<file path="config.mk">
export PLATFORM = sky130hd
export DESIGN_NAME = bpu_pht
export DESIGN_NICKNAME = d
export VERILOG_FILES = /design/src/logic/bpu_pkg.sv /design/src/logic/bpu_table.sv /design/src/logic/bpu_pht.sv
export SDC_FILE = /design/constraint.sdc
export NUM_CORES = 2
export LEC_CHECK = 0
export ABC_AREA = 0
export BUFFER_PORTS_ARGS = -buffer_cell sky130_fd_sc_hd__buf_4
export CORE_ASPECT_RATIO = 2
export CORE_MARGIN = 2
export CORE_UTILIZATION = 57
export CTS_CLUSTER_SIZE = 24
export DETAILED_ROUTE_END_ITERATION = 8
export PLACE_DENSITY = 0.77
export SYNTH_ARGS = -nofsm -noshare
export SYNTH_HDL_FRONTEND = slang
export SYNTH_SLANG_ARGS = --single-unit
</file>
<file path="constraint.sdc">
create_clock -name clk -period 2.9 [get_ports clk]
set_input_delay 0.29 -clock clk [delete_from_list [all_inputs] [get_ports clk]]
set_output_delay 0.29 -clock clk [all_outputs]
set_load 0.1 [all_outputs]
</file>
<file path="src/logic/bpu_pkg.sv">
/*
  Shared widths, table sizes and encodings for the branch prediction unit.
  Addresses are word addresses, the byte address with its two low bits dropped.
  Fetch carries the update token back to writeback unopened.
*/
`default_nettype none

package bpu_pkg;

   // Address and fetch geometry
   localparam int addr_w      = 30;
   localparam int fetch_slots = 2;

   // Table sizes
   localparam int pht_idx_w = 8;
   localparam int btb_idx_w = 6;
   localparam int btb_tag_w = addr_w - btb_idx_w;

   typedef logic [addr_w-1:0]    word_t;
   typedef logic [pht_idx_w-1:0] pht_idx_t;
   typedef logic [btb_idx_w-1:0] btb_idx_t;
   typedef logic [btb_tag_w-1:0] btb_tag_t;

   // 2-bit saturating counter, top bit set means predict taken
   typedef logic [1:0] ctr_t;

   localparam ctr_t ctr_snt   = 2'b00;
   localparam ctr_t ctr_wnt   = 2'b01;
   localparam ctr_t ctr_wt    = 2'b10;
   localparam ctr_t ctr_st    = 2'b11;
   localparam ctr_t ctr_reset = ctr_wnt;

   // Target buffer entry
   typedef struct packed {
      logic     valid;
      logic     is_cond;
      btb_tag_t tag;
      word_t    target;
   } btb_entry_t;

   // Update token, counter as read in the upper bits, table index below
   localparam int upd_w = $bits(ctr_t) + pht_idx_w;

   typedef struct packed {
      ctr_t     ctr;
      pht_idx_t idx;
   } upd_t;

endpackage

`default_nettype wire

</file>
<file path="src/logic/bpu_table.sv">
/*
  Register-array table with one write port and several registered read ports.
  Read data appears one edge after its enable and holds while the enable is low.
  A read at the same edge as a write returns the old entry.
  Reset loads reset_value into every entry and clears the read registers.
*/
`timescale 1ns/1ps
`default_nettype none

module bpu_table
#(
   parameter type    entry_t     = logic [7:0],
   parameter int     depth_log2  = 4,
   parameter int     reads       = 1,
   parameter entry_t reset_value = entry_t'(0)
)
(
   input  wire                                 clk,
   input  wire                                 rst_n,
   input  wire  [reads-1:0]                    re,
   input  wire  [reads-1:0][depth_log2-1:0]    raddr,
   output entry_t [reads-1:0]                  rdata,
   input  wire                                 we,
   input  wire  [depth_log2-1:0]               waddr,
   input  entry_t                              wdata
);

   localparam int depth = 1 << depth_log2;

   entry_t mem [depth];

   always_ff @(posedge clk)
   begin
      if (!rst_n)
      begin
         for (int i = 0; i < depth; i++)
            mem[i] <= reset_value;
      end
      else if (we)
         mem[waddr] <= wdata;
   end

   // Each read port holds its data until its own enable
   always_ff @(posedge clk)
   begin
      for (int r = 0; r < reads; r++)
      begin
         if (!rst_n)
            rdata[r] <= entry_t'(0);
         else if (re[r])
            rdata[r] <= mem[raddr[r]];
      end
   end

endmodule

`default_nettype wire

</file>
<file path="src/logic/bpu_pht.sv">
/*
  Gshare pattern history table of 2-bit saturating counters.
  Index is the low pc bits XORed with the global history.
  Only conditional writebacks train a counter or shift the history.
  A lookup at the same edge as a writeback sees the old history and counters.
*/
`timescale 1ns/1ps
`default_nettype none

module bpu_pht
(
   input  wire                                               clk,
   input  wire                                               rst_n,
   input  wire                                               re,
   input  bpu_pkg::word_t   [bpu_pkg::fetch_slots-1:0]       pc,
   output bpu_pkg::ctr_t    [bpu_pkg::fetch_slots-1:0]       pht_ctr,
   output bpu_pkg::pht_idx_t [bpu_pkg::fetch_slots-1:0]      pht_idx,
   input  wire                                               wb_valid,
   input  wire                                               wb_is_cond,
   input  wire                                               wb_taken,
   input  bpu_pkg::ctr_t                                     wb_ctr,
   input  bpu_pkg::pht_idx_t                                 wb_idx
);

   import bpu_pkg::*;

   pht_idx_t                    ghist;
   pht_idx_t [fetch_slots-1:0]  hash_idx;
   logic                        wb_we;
   ctr_t                        wb_din;

   // Hash each slot's address with the current history
   always_comb
   begin
      for (int s = 0; s < fetch_slots; s++)
         hash_idx[s] = pc[s][pht_idx_w-1:0] ^ ghist;
   end

   // Index travels with the counter so the token names the entry read
   always_ff @(posedge clk)
   begin
      if (!rst_n)
         pht_idx <= '0;
      else if (re)
         pht_idx <= hash_idx;
   end

   assign wb_we = wb_valid & wb_is_cond;

   // Saturating step of the counter carried back in the token
   always_comb
   begin
      case (wb_ctr)
         ctr_snt: wb_din = wb_taken ? ctr_wnt : ctr_snt;
         ctr_wnt: wb_din = wb_taken ? ctr_wt  : ctr_snt;
         ctr_wt:  wb_din = wb_taken ? ctr_st  : ctr_wnt;
         default: wb_din = wb_taken ? ctr_st  : ctr_wt;
      endcase
   end

   // Newest outcome enters at the low end
   always_ff @(posedge clk)
   begin
      if (!rst_n)
         ghist <= '0;
      else if (wb_we)
         ghist <= {ghist[pht_idx_w-2:0], wb_taken};
   end

   bpu_table
   #(
      .entry_t     (ctr_t),
      .depth_log2  (pht_idx_w),
      .reads       (fetch_slots),
      .reset_value (ctr_reset)
   )
   ctr_table
   (
      .clk   (clk),
      .rst_n (rst_n),
      .re    ({fetch_slots{re}}),
      .raddr (hash_idx),
      .rdata (pht_ctr),
      .we    (wb_we),
      .waddr (wb_idx),
      .wdata (wb_din)
   );

endmodule

`default_nettype wire

</file>
### Word level (Yosys, flattened, before mapping)

Memory sizes are Yosys's and may differ from the RTL's. A register that Yosys moved wholly into a read port is not among the register bits.
Cells that the tools add are included.

| storage, ports and cells | value |
|---|---|
| register bits after elaboration | 24 |
| memory bits (writable) | 512 |
| input port bits | 76 |
| output and inout port bits | 20 |
| word-level logic and storage cells | 25 |
| memories | 1 |

Memory list:

| memory | depth | width | read ports | clocked after Yosys merged registers in | wr ports | RTL line | text |
|---|---|---|---|---|---|---|---|
| ctr_table.mem | 256 | 2 | 2 | 2 | 256 | bpu_table.sv:30 | `entry_t mem [depth];` |

| cells by class | value |
|---|---|
| equal/unequal tests | 2 |
| muxes and demuxes | 12 |
| bitwise gates (word level) | 3 |
| reduce and logical (&&, ||, !) cells | 4 |

Operators by type and width:

| operator | number |
|---|---|
| $xor 8x8->8 | 2 |
| $mux 8 | 1 |
| $mux 1 | 7 |
| $mux 2 | 3 |
| $pmux 2 s3 | 1 |
| $eq 2x1->1 const B | 1 |
| $eq 2x2->1 const B | 1 |
| $logic_not 1->1 | 2 |
| $logic_not 2->1 | 1 |
| $reduce_or 2->1 | 1 |
| $and 1x1->1 | 1 |

### Longest topological paths before layout

| depth | value |
|---|---|
| word-level depth | 6 |
| depth in mapped cells | 13 |
| depth with buffers taken out | 8 |

### Modules after synthesis

A second synthesis with hierarchy kept.

| second synthesis, totals | value |
|---|---|
| cells, all modules | 2446 |
| area, all modules | 29962.5 um^2 |

Modules (own cells, without submodules):

| module | times used | cells each | area each (um^2) | sequential area each (um^2) |
|---|---|---|---|---|
| bpu_table | 1 | 2321 | 28858.9 | 15454.8 |
| bpu_pht | 1 | 125 | 1103.6 | 480.5 |

### Least setup slack after synthesis

Ideal clock, no wire load.

| timing | value |
|---|---|
| kind | register to register |
| start point | register ghist[0] |
| end point | register ctr_table.rdata[1] (netlist name) (read register of ctr_table.mem) |
| setup time | 129 ps |
| arrival time | 2771 ps |
| data required time | 2771 ps |
| path slack | 0 ps |
| cell stages (with the launch flop) | 12 |
| buffers on the path | 4 |
| period minus slack after synthesis | 2900 ps |
| path through | dfxtp_1 > buf_4 > xnor2_2 > buf_6 > buf_4 > buf_2 > mux4_2 > mux4_2 > a211oi_1 > o31ai_1 > o2111ai_1 > o41ai_1 |

| between the ends | value |
|---|---|
| word-level cells in the longest chain between the ends | 1 |

Ends and longest elaborated chain:

| item | RTL line | text |
|---|---|---|
| from (decl) | bpu_pht.sv:27 | `pht_idx_t ghist;` |
| from (signal assigned) | bpu_pht.sv:67 | `ghist <= {ghist[pht_idx_w-2:0], wb_taken};` |
| $xor 8x8->8 | bpu_pht.sv:36 | `hash_idx[s] = pc[s][pht_idx_w-1:0] ^ ghist;` |
| to (decl) | bpu_table.sv:22 | `output entry_t [reads-1:0] rdata,` |

Every way passes these cells.
A chain may end at the register's enable or synchronous reset.

### Final worst setup path

| timing | value |
|---|---|
| start point | register ghist[4] |
| end point | register ctr_table.rdata[3] (netlist name) (read register of ctr_table.mem) |

Same word-level chain as after synthesis.

==> metrics.txt <==
Layout Nets=2561; total clock sinks=540; die area=54900 sq um; wire per inst=35.5 um; Gate power share=18.9%; Seq pwr share=47.5%; Min Hold Slack=-3.62 ps; peak supply drop=0.585 mV; fmax=319 MHz; grt total ovfl=0; mapped cell area=30100 sq um; via count=24400; fraction of registers with async set/reset=0%; clk_skew=11.9 ps; Tot Pwr=19200 uW; Worst-path clk slew=70 ps; Die W=167 um; area leader, netlist=edfxtp_1; yosys warns=0; Worst setup SP type=register; initial cell density of the core=57.5%; hold_buf cts=0; maxcap violations=0; failing checks=hold timing, setup timing; Final ANT Viol Nets=0; Ant. Diodes=0; Critical Path Sink=ctr_table.rdata[3]; endpoints failing setup=4; Power Internal=13900 uW; largest cells by area after synthesis=edfxtp_1 51%, mux4_2 21%, nand3_1 4.5%; r2r startpoint=ghist[4]; vias in the first global route=24700; CP Data Required Time=3470 ps; Critical Path Sink Type=register; Mean Syn Cell Area=12.5 sq um; worst rel slew slack=43.5%; P_sw=5320 uW; Distinct cells, synth=50; post-synth net total=2478; CP Class=reg2reg; Seq cells post-synth=540; CTS tree=built; Clock power frac=33.6%; final worst path period share=108%; Mapped Cells=2402; fin worst setup slack=-238 ps; final hold vios=1; synthesis-to-layout area growth=14.9%; post-synthesis sequential area ratio=52.9%; Skew-Pair Late Insertion Delay=630 ps; Hold WC Path Type=in2reg; largest net degree at the start of global routing=127; status=finished with violations; Num CTS Buffers=47; worst hold path depth=3; Clock Tree Buf Depth=3; first-pass GRT wire length=162 mm; initial drt markers=4315; crit path DAT=3710 ps; Slew Viols, Final=0; count leader, synth=edfxtp_1; Rows=119; Post-DP Area=32400 sq um; switching part of the total=27.7%; Power Density=555 nW/um^2; share of layout cells above drive strength 1=28.5%; vias per cell=7.64; setup TNS=-638 ps; Design Area, Final=34600 sq um; measured slew at the worst slew-check pin=846 ps; GRT Overall Usage=41.5%; FF-to-FF setup slack=-240 ps; RSZ-0062 raised after global routing=true; H-tree depth=2; Commonest cells post-synth=512 x edfxtp_1, 277 x mux4_2, 274 x nand3_1, 241 x nor3_1, 232 x o21ai_0; I/O Pins=96; Pleak=0.0112 uW; detailed placement HPWL=75.8 mm; min Tclk post-route=3140 ps; Critical R2R Capture=ctr_table.rdata[3]; peak fanout along the critical path=8; core footprint=52400 sq um; worst slack at placement=-553 ps; initial antenna violation count=3; die outline height=329 um; Synth top area share=51.0%; Port-buffer cells=51; fill count=3614; CP startpoint=ghist[4]; EDFF count, synth=512; DRC Markers=0; Register-to-Register Path Depth=10; Routed WL=113 mm; Main synth FF type=edfxtp_1; RePlAce Congestion=1.02; first-pass iteration count of the detailed router=9; Clock Tree Root=clkbuf_16
-- critical path, cell delays in order (launching register included) --
cell and delay (ps):
dfxtp_1 540, xor2_1 570, buf_4 230, nand2_1 50, buf_4 210, nor3_1 450
nor4_2 80, buf_4 180, nor3_1 440, o22ai_1 160, o21ai_1 140
-- power groups by stage --
stage                     registers [uW]  logic [uW]  clock network, uW
final                               9140        3630               6450
after global routing                9170        3690               6650
after CTS                           9130        3350               6380
after detailed placement            9300        3250                  0
after global placement              9250        3190                  0
after floorplan                     9330        1970                  0
-- sequential cells by signal, indices dropped and copies added, names as in the netlist --
register         cells
ctr_table.mem      512
pht_idx             16
ghist                8
ctr_table.rdata      4
-- worst min path at each step --
| stage | startpoint | slack [ps] | to |
|---|---|---|---|
| 2_1_floorplan | wb_taken | 430 | ghist[0] |
| 3_3_place_gp | pht_idx[8] | 460 | pht_idx[8] |
| 3_5_place_dp | pht_idx[2] | 470 | pht_idx[2] |
| 4_1_cts | wb_taken | 20 | ghist[0] |
| 5_1_grt | wb_taken | 20 | ghist[0] |
| 6_report | wb_taken | -4 | ghist[0] |
-- metrics by stage --
| step | instances | utilization (%) |
|---|---|---|
| finish | 3188 | 66.1 |
| global route | 3188 | 66.1 |
| CTS | 3166 | 65.3 |
| detailed placement | 3069 | 61.9 |
| global placement | 3069 | 61.9 |
| floorplan | 2402 | - |
-- area by class of cell --
cell class | count | area, sq um | area share, %
Inverter | 2 | 7.51 | 0.0217
Clock buffer | 55 | 1250 | 3.61
Timing Repair Buffer | 318 | 2980 | 8.60
Tap cell | 665 | 832 | 2.40
Multi-Input combinational cell | 1576 | 13400 | 38.6
Sequential cell | 540 | 15900 | 46.0
Clock inverter | 32 | 263 | 0.759
-- layout by cell type (no fill, tap or decap), drive strengths merged, types with 5 or more instances in the layout --
cell type,count
a22oi,16
xor2,14
o211a,13
nand2,208
nor2,112
mux2i,37
a21oi,30
nand4,7
nand3,274
nor3,241
nor4,9
edfxtp,512
o21ai,234
clkinv,25
mux4,278
dfxtp,28
a31oi,6
nor2b,11
nand2b,9
clkbuf,58
o22ai,6
xnor2,15
a21boi,8
or3,5
buf,314
and3,10
-- timing repair --
item	4_1_cts	5_1_grt
pin swaps	4	10
resized for setup	28	46
gates cloned	3	3
buffers inserted	7	20
setup endpoints to repair	4	4
-- cells by family after synthesis --
group           share of synthesized area, %
flops                                   52.9
xor+xnor                               0.868
compound gates                          6.49
mux                                     22.0
buf+inv                                 4.07
simple gates                            13.7
-- metal layers --
| metal | vias to the layer above | global-route usage [%] | share of wire [%] |
|---|---|---|---|
| met5 | - | 0.0870 | 0.027 |
| met4 | 4 | 39.3 | 13 |
| met3 | 812 | 13.1 | 14 |
| met2 | 2281 | 66.2 | 47 |
| met1 | 11700 | 43.4 | 26 |
| li1 | 9583 | - | - |
Note: power is estimated with default switching activity, not from simulation.
