File: src/logic/bpu_pkg.sv
/*
  Shared widths, table sizes and encodings for the branch prediction unit.
  Addresses are word addresses, the byte address with its two low bits dropped.
  Fetch carries the update token back to writeback unopened.
*/
`default_nettype none

package bpu_pkg;

   // Address and fetch geometry
   localparam int addr_w      = 30;
   localparam int fetch_slots = 2;

   // Table sizes
   localparam int pht_idx_w = 8;
   localparam int btb_idx_w = 6;
   localparam int btb_tag_w = addr_w - btb_idx_w;

   typedef logic [addr_w-1:0]    word_t;
   typedef logic [pht_idx_w-1:0] pht_idx_t;
   typedef logic [btb_idx_w-1:0] btb_idx_t;
   typedef logic [btb_tag_w-1:0] btb_tag_t;

   // 2-bit saturating counter, top bit set means predict taken
   typedef logic [1:0] ctr_t;

   localparam ctr_t ctr_snt   = 2'b00;
   localparam ctr_t ctr_wnt   = 2'b01;
   localparam ctr_t ctr_wt    = 2'b10;
   localparam ctr_t ctr_st    = 2'b11;
   localparam ctr_t ctr_reset = ctr_wnt;

   // Target buffer entry
   typedef struct packed {
      logic     valid;
      logic     is_cond;
      btb_tag_t tag;
      word_t    target;
   } btb_entry_t;

   // Update token, counter as read in the upper bits, table index below
   localparam int upd_w = $bits(ctr_t) + pht_idx_w;

   typedef struct packed {
      ctr_t     ctr;
      pht_idx_t idx;
   } upd_t;

endpackage

`default_nettype wire

File: src/logic/bpu_npc_sel.sv
/*
  Per-slot next address choice and update token packing.
  Registers pc plus one under re, aligned with the table reads.
  After reset the fall-through address is word one, so npc starts at 0 + 1.
*/
`timescale 1ns/1ps
`default_nettype none

module bpu_npc_sel
(
   input  wire                                             clk,
   input  wire                                             rst_n,
   input  wire                                             re,
   input  bpu_pkg::word_t    [bpu_pkg::fetch_slots-1:0]    pc,
   input  bpu_pkg::ctr_t     [bpu_pkg::fetch_slots-1:0]    pht_ctr,
   input  bpu_pkg::pht_idx_t [bpu_pkg::fetch_slots-1:0]    pht_idx,
   input  wire               [bpu_pkg::fetch_slots-1:0]    btb_hit,
   input  wire               [bpu_pkg::fetch_slots-1:0]    btb_is_cond,
   input  bpu_pkg::word_t    [bpu_pkg::fetch_slots-1:0]    btb_target,
   output bpu_pkg::word_t    [bpu_pkg::fetch_slots-1:0]    npc,
   output bpu_pkg::upd_t     [bpu_pkg::fetch_slots-1:0]    upd
);

   import bpu_pkg::*;

   word_t [fetch_slots-1:0] pc_p1_q;
   logic  [fetch_slots-1:0] redirect;

   always_ff @(posedge clk)
   begin
      for (int s = 0; s < fetch_slots; s++)
      begin
         if (!rst_n)
            pc_p1_q[s] <= word_t'(1);
         else if (re)
            pc_p1_q[s] <= pc[s] + word_t'(1);
      end
   end

   always_comb
   begin
      for (int s = 0; s < fetch_slots; s++)
      begin
         // Jumps always redirect, conditionals only when predicted taken
         redirect[s] = btb_hit[s] & (~btb_is_cond[s] | pht_ctr[s][1]);
         npc[s]      = redirect[s] ? btb_target[s] : pc_p1_q[s];

         upd[s].ctr = pht_ctr[s];
         upd[s].idx = pht_idx[s];
      end
   end

endmodule

`default_nettype wire

File: config.mk
export PLATFORM = sky130hd
export DESIGN_NAME = bpu_npc_sel
export DESIGN_NICKNAME = d
export VERILOG_FILES = /design/src/logic/bpu_pkg.sv /design/src/logic/bpu_npc_sel.sv
export SDC_FILE = /design/constraint.sdc
export NUM_CORES = 1
export LEC_CHECK = 0
export BUFFER_PORTS_ARGS = -buffer_cell sky130_fd_sc_hd__clkbuf_2
export CAP_MARGIN = 10
export CELL_PAD_IN_SITES_DETAIL_PLACEMENT = 0
export CELL_PAD_IN_SITES_GLOBAL_PLACEMENT = 1
export CORE_UTILIZATION = 31
export DETAILED_ROUTE_END_ITERATION = 10
export GPL_TIMING_DRIVEN = 1
export HOLD_SLACK_MARGIN = 0.03
export MAX_ROUTING_LAYER = met4
export PLACE_DENSITY = 0.85
export REMOVE_ABC_BUFFERS = 1
export SLEW_MARGIN = 15
export SYNTH_ARGS = -nofsm -noshare
export SYNTH_HDL_FRONTEND = slang
export SYNTH_SLANG_ARGS = --single-unit
File: constraint.sdc
create_clock -name clk -period 1.85 [get_ports clk]
set_input_delay 0 -clock clk [delete_from_list [all_inputs] [get_ports clk]]
set_output_delay 0 -clock clk [all_outputs]
set_load 0.01 [all_outputs]
==> Word level (Yosys, flattened, before mapping) <==
Cells that the tools add are included.
{ "op_classes": {"n_addsub": 2, "n_mux": 2, "bitwise_logic": 6} }
{ "op_table": {"columns": ["cell", "n"], "rows": [
  ["$add A30 B1 Y30 const B", 2],
  ["$mux W30", 2],
  ["$and A1 B1 Y1", 2],
  ["$not A1 Y1", 2],
  ["$or A1 B1 Y1", 2]
]} }
{ "word_totals": {"register_bits": 60, "out_inout_bits": 80, "elab_cells": 12} }

==> Longest topological paths before layout <==
Gate-level depths: netlist of run 1.
{ "logic_depth": {"ltp_word": 4, "depth_mapped": 6, "ltp_nobuf": 5} }

==> Worst setup path after synthesis of run 1 <==
No wires, ideal clock.
{ "synth_timing": {"kind": "input to register", "start": "input port pc[0] in the netlist's numbering", "end": "register pc_p1_q[28] in the netlist's numbering", "arrival_time_ns": 1.500, "required_ns": 1.772, "path_slack_ns": 0.272, "stages": 6, "n_path_buf": 1, "cell_sequence": "ha_1 nand3_2 or4_1 buf_2 o311a_1 nor3_1"} }
{ "synth_via": {"elab_chain_cells": 1} }
{ "synth_lines": {"columns": ["element", "line", "source"], "rows": [
  ["from (decl)", "bpu_npc_sel.sv:14", "input bpu_pkg::word_t [bpu_pkg::fetch_slots-1:0] pc,"],
  ["$add A30 B1 Y30", "bpu_npc_sel.sv:36", "pc_p1_q[s] <= pc[s] + word_t'(1);"],
  ["to (signal, indexed assignment)", "bpu_npc_sel.sv:34", "pc_p1_q[s] <= word_t'(1);"],
  ["to (signal, indexed assignment)", "bpu_npc_sel.sv:36", null],
  ["to (decl)", "bpu_npc_sel.sv:26", "word_t [fetch_slots-1:0] pc_p1_q;"]
]} }
No other way between the ends.
A chain may end at the register's enable or synchronous reset.

==> Worst setup path after layout of run 1 <==
{ "layout_timing": {"start": "input port pc[47] in the netlist's numbering", "end": "register pc_p1_q[57] in the netlist's numbering"} }
Same word-level chain as after synthesis.

==> results of run 1 <==
==> power by group through the flow <==
stage | combinational [mW] | sequential [mW] | clock (mW)
2_1_floorplan | 0.425 | 1.44 | 0
3_3_place_gp | 0.837 | 1.46 | 0
3_5_place_dp | 0.852 | 1.46 | 0
4_1_cts | 0.951 | 1.44 | 1.80
5_1_grt | 1.05 | 1.45 | 1.87
6_report | 0.951 | 1.44 | 1.77
==> final cells by class <==
class | count | share of cell area (%)
clock inverter | 5 | 1.30
clock buffer | 10 | 3.84
inverter | 14 | 0.882
tap | 172 | 3.61
multi-input combinational | 373 | 43.8
timing repair buffer | 253 | 26.4
sequential | 60 | 20.2
==> worst paths after layout <==
path                    start     endpoint  slack (ps)  cells past startpoint
setup / recovery       pc[47]  pc_p1_q[57]          40                      7
hold / removal         pc[41]  pc_p1_q[41]          30                      3
setup reg to reg  pc_p1_q[59]  pc_p1_q[59]        1000                      3
hold reg to reg    pc_p1_q[7]   pc_p1_q[7]         490                      2
==> through the flow <==
step                instance area, sq um  TNS, ps  util [%]  hold slack [ps]  instances
detailed placement                  5160        0      40.2           0.0814        827
CTS                                 5930        0      46.3             30.3        889
floorplan                           3830   -47980         -                0        447
global placement                    5160        0      40.2           0.0814        827
finish                              5960        0      46.5             31.1        887
global route                        5960    -16.3      46.5             52.4        887
==> cells by family after synthesis <==
logic type	share of synthesized area, %
AND/OR/NAND/NOR	22.1
XOR/XNOR	4.67
AO/OA/AOI/OAI	18.2
flip-flops	29.1
buffers and inverters	8.40
adder cells (fa/ha/maj)	0.606
multiplexers	16.9
==> metal layers <==
| metal | vias up | wire, um |
|---|---|---|
| li1 | 2307 | - |
| met1 | 2156 | 6010 |
| met2 | 165 | 6530 |
| met3 | 36 | 662 |
| met4 | 0 | 390 |
| met5 | - | 0 |
==> worst min-delay path, cell delays in order <==
cell      delay, ps
clkbuf_2        120
xor2_1           80
a21oi_1         120
==> synth_stat cells (all sizes together), types with 8 or more instances <==
cell type  number  area [sq um]
a31oi          19           119
nand2          28           105
clkbuf         30           113
xor2           11          96.3
a21oi          14          70.1
or4            14           113
nor4           11          68.8
mux2           60           676
dfxtp          60          1200
nand4          22           144
o31ai           8          60.1
a211oi         14           105
nand3          18          95.1
or3            16           100
xnor2          11          96.3
inv            14          52.6
nor2           17          63.8
buf            25           181
o21ai          60           300
nor3           13          65.1
==> what timing repair did <==
item | 4_1_cts | 5_1_grt
hold buffers | 47 | 0
hold endpoints to repair | 47 | 0
gates resized for setup | 0 | 8
setup endpoints to repair | 0 | 11
buffers inserted | 0 | 1
==> reports/results.ini, run 1 <==
[drt]
wl_um = 13600
ant_nets = 0
drc = 0
drtIter0Drc = 208
vias = 4664
firstDrtPassIters = 5
post_drt_wl_per_cell_um = 15.3
viasPerCell = 5.26

[final_layout]
regMostFlops = pc_p1_q
mostFrequentLayoutCell = clkbuf_2
largest_reg_flops = 60
diodes = 0
drive_gt1_share_pct = 40.7
nNetsFinal = 860
seq_area_sq_um = 1200
fill_cells = 1274
reg_top3 = pc_p1_q x60
mostFrequentLayoutCells = 186 x clkbuf_2, 60 x mux2_2, 60 x dfxtp_1
area_delta_synth_final_pct = 44.3
multiInputGateArea_sq_um = 2610

[sta]
setup_viol = 0
tightest_slew_ps = 622
finalWorstSetupSlack_ps = 38.8
grt_setup_unrepaired = yes
min_period_over_period_pct = 97.9
max_freq_mhz = 552
fin_crit_ps = 1810
finClkSkew_ps = 0
max-slew-margin-rel_pct = 58.2
hold_viol_final = 0
slew_violations = 0

[grt]
grt_max_degree = 57
track_usage_pct = 20.2
antenna_found_initial = 0
use_met1_pct = 24.4
grt_pass1_wl_um = 22000
gr-total-overflow = 0
use_met2_pct = 32.9
grt.busiest_layer = met2
grt_pass1_vias = 4491
grtUsageMet3_pct = 3.31

[synth]
async_flop_share_pct = 0
synth_ff_type = dfxtp_1
ys_types = 40
synth_area_sq_um = 4130
syn_area_per_cell_sq_um = 8.22
ys_ff_latch = 60
synthCells = 502
synth_edf_count = 0
yosysWarnings = 0
synth_seq_area_share_pct = 29.1

[floorplan]
dieArea_sq_um = 13800
die_h_um = 117
core-area_sq_um = 12800
io_pins = 227
initial_utilization_pct = 32.2
rows = 41
die_x_um = 117

[pwr]
p_total_mw = 4.16
ir_worst_vdd_v = 0.000349
clock_power_share_pct = 42.6
p_per_area_nw_per_um2 = 698
p_leak_nw = 2.54
seqPwrFrac_pct = 34.5
switchingPower_mw = 1.13
internal_power_mw = 3.03
power_frac_comb_pct = 22.9
switching_share_pct = 27.1

[critical_path]
critPathMaxFanout = 8
critPathKind = in2reg
cp_top_family = simple AND/OR/NAND/NOR gates
startpoint_type = input port
worstSetupEndpointType = register
arrival_ps = 2020
critPathSlowestCell = dlygate4sd3_1
required_ps = 2050
path_cells = dlygate4sd3_1 > clkbuf_2 > nand4_1 > or3_4 > buf_4 > nor4_1 > a211oi_2
crit_path_max_incr_delay_ps = 550
cp_num_buf_inv = 3

[cts]
cts_tree = done
cts_max_path_buffers = 2
cts_sinks = 60
cts_inserted_buffers = 9
cts_root_buffer = clkbuf_16
clk_latency_ps = 330
h-tree-depth = 3
clkTransAtPathRegs_ps = 60

[placement]
port_buffers = 190
hpwlAfterDp_um = 9890
place_worst_setup_slack_ps = 28.1
gp_congestion = 0.896

[run_status]
status = complete, no violations

[job]
maxCapViolCount = 0

[min_path]
min_path_type = in2reg

(Power assumes the default switching activity.)
==> run 2: changes to the inputs <==
- CORE_MARGIN: default -> 5
==> reports/results.ini, run 2 (synthesis gave the netlist of run 1 again) <==
[placement]
hpwlAfterDp_um = 10400  ; +5.2%
gp_congestion = 0.823  ; -8.2%
port_buffers = 190  ; unchanged
placedInstanceArea_sq_um = 5150  ; about the same

[grt]
grtUsageMet3_pct = 3.58  ; +0.27 points
antenna_found_initial = 0  ; unchanged
gr-total-overflow = 0  ; unchanged
grt.busiest_layer = met2
track_usage_pct = 17.6  ; -2.6 points
use_met2_pct = 28.5  ; -4.3 points
grt_pass1_vias = 4497  ; +0.13%
grt_pass1_wl_um = 22400  ; +2.0%
grt_max_degree = 60  ; +5.3%
use_met1_pct = 22.1  ; -2.3 points

[cts]
cts_sinks = 60  ; unchanged
cts_root_buffer = clkbuf_16
cts_tree = done
cts_inserted_buffers = 9  ; unchanged
clkTransAtPathRegs_ps = 50  ; about the same
clk_latency_ps = 320  ; about the same
h-tree-depth = 3  ; unchanged
cts_max_path_buffers = 2  ; unchanged

[sta]
finClkSkew_ps = 0  ; unchanged
max_freq_mhz = 552  ; about the same
min_period_over_period_pct = 97.9  ; about the same
slew_violations = 0  ; unchanged
fin_crit_ps = 1810  ; +0.316 ps
setup_viol = 0  ; unchanged
grt_setup_unrepaired = no
tightest_slew_ps = 541  ; -80.6 ps
max-slew-margin-rel_pct = 63.9  ; +5.7 points
hold_viol_final = 0  ; unchanged

[final_layout]
area_delta_synth_final_pct = 44.3  ; about the same
diodes = 0  ; unchanged
stdcell_area_sq_um = 5960  ; about the same
regMostFlops = pc_p1_q
final_util_pct = 45.3  ; -1.1 points
mostFrequentLayoutCells = 189 x clkbuf_2, 60 x mux2_2, 60 x dfxtp_1
fill_cells = 1315  ; +3.2%
drive_gt1_share_pct = 40.6  ; -0.14 points
reg_top3 = pc_p1_q x60
largest_reg_flops = 60  ; unchanged
mostFrequentLayoutCell = clkbuf_2
multiInputGateArea_sq_um = 2610  ; about the same
nNetsFinal = 864  ; +0.47%
seq_area_sq_um = 1200  ; unchanged

[critical_path]
path_cells = dlygate4sd3_1 > clkbuf_2 > nand4_1 > or3_4 > buf_4 > or2_1 > a211oi_1
worstSetupEndpointType = register
r2r-start = pc_p1_q[59]
critPathKind = in2reg
worst-r2r-setup-slack_ps = 960  ; -40 ps
critPathSlowestCell = dlygate4sd3_1
crit_path_max_incr_delay_ps = 530  ; -20 ps
r2r_cells = 3  ; unchanged
arrival_ps = 2040  ; +20 ps
critPathMaxFanout = 7  ; -1
startpoint_type = input port
cp_num_buf_inv = 3  ; unchanged
required_ps = 2070  ; +20 ps
regToRegEndpoint = pc_p1_q[59]
cp_top_family = simple AND/OR/NAND/NOR gates

[min_path]
min_path_type = in2reg
holdPathStages = 3  ; unchanged
holdPathEnd = pc_p1_q[21]
holdCritStartpoint = pc[21]

[drt]
vias = 4653  ; -0.24%
wl_um = 14100  ; +3.4%
drtIter0Drc = 265  ; +27%
viasPerCell = 5.19  ; -1.2%
post_drt_wl_per_cell_um = 15.7  ; +2.4%
ant_nets = 0  ; unchanged
firstDrtPassIters = 5  ; unchanged
drc = 0  ; unchanged

[run_status]
status = complete, no violations

[floorplan]
io_pins = 227  ; unchanged
dieArea_sq_um = 15700  ; +14%
initial_utilization_pct = 31.4  ; -0.77 points
core-area_sq_um = 13100  ; +2.4%
die_x_um = 125  ; +6.8%
die_h_um = 125  ; +6.8%
rows = 42  ; +2.4%

[job]
maxCapViolCount = 0  ; unchanged

[pwr]
ir_worst_vdd_v = 0.000375  ; +7.4%
p_leak_nw = 2.52  ; -0.61%
p_per_area_nw_per_um2 = 669  ; -4.2%

-- run 2: report_power, final --
group	switching [mW]	internal [mW]
clock network	0.577	1.02
logic	0.477	0.481
registers	0.0469	1.39
total	1.10	2.88
-- run 2: per-stage QoR --
stage,setup TNS (ps),hold WS [ps],power [mW],setup slack [ps],cells
floorplan,-47980,0,1.86,-800,447
global placement,0,0.0814,2.29,45.6,830
CTS,0,30.1,4.03,25.0,895
finish,0,40.8,3.98,38.5,896
global route,0,53.0,4.20,2.83,896
detailed placement,-8.30,0.0814,2.32,-8.30,830
-- run 2: layout make-up --
type | count | share of cell area, %
multi-input combinational | 373 | 43.8
timing repair buffer | 257 | 26.7
tap | 176 | 3.70
sequential | 60 | 20.2
clock buffer | 15 | 4.66
inverter | 14 | 0.882
clock inverter | 1 | 0.0840
-- run 2: worst max-delay path by stage --
stage	startpoint	to	cells past startpoint
5_1_grt	pc[30]	pc_p1_q[47]	6
4_1_cts	pc[30]	pc_p1_q[46]	7
6_report	pc[44]	pc_p1_q[57]	7
2_1_floorplan	btb_is_cond[0]	npc[0]	3
3_3_place_gp	pc[0]	pc_p1_q[28]	6
3_5_place_dp	pc[0]	pc_p1_q[28]	6
-- run 2: worst register-to-register path: cells and delay by family (launching register included) --
kind / cells / cell delay [ps]
AOI/OAI and AO/OA: 3 / 470
DFF: 1 / 340
-- run 2: per-layer routing --
layer | up-vias | share of wire (%) | routed length (um)
li1 | 2308 | - | -
met1 | 2168 | 44 | 6220
met2 | 152 | 49 | 6830
met3 | 25 | 5.1 | 719
met4 | 0 | 2.0 | 284
met5 | - | 0 | 0
-- run 2: timing repair --
item,CTS,global route
gates resized for setup,0,6
buffers inserted,0,1
setup endpoints to repair,0,9
hold buffers,49,0
hold endpoints to repair,49,0
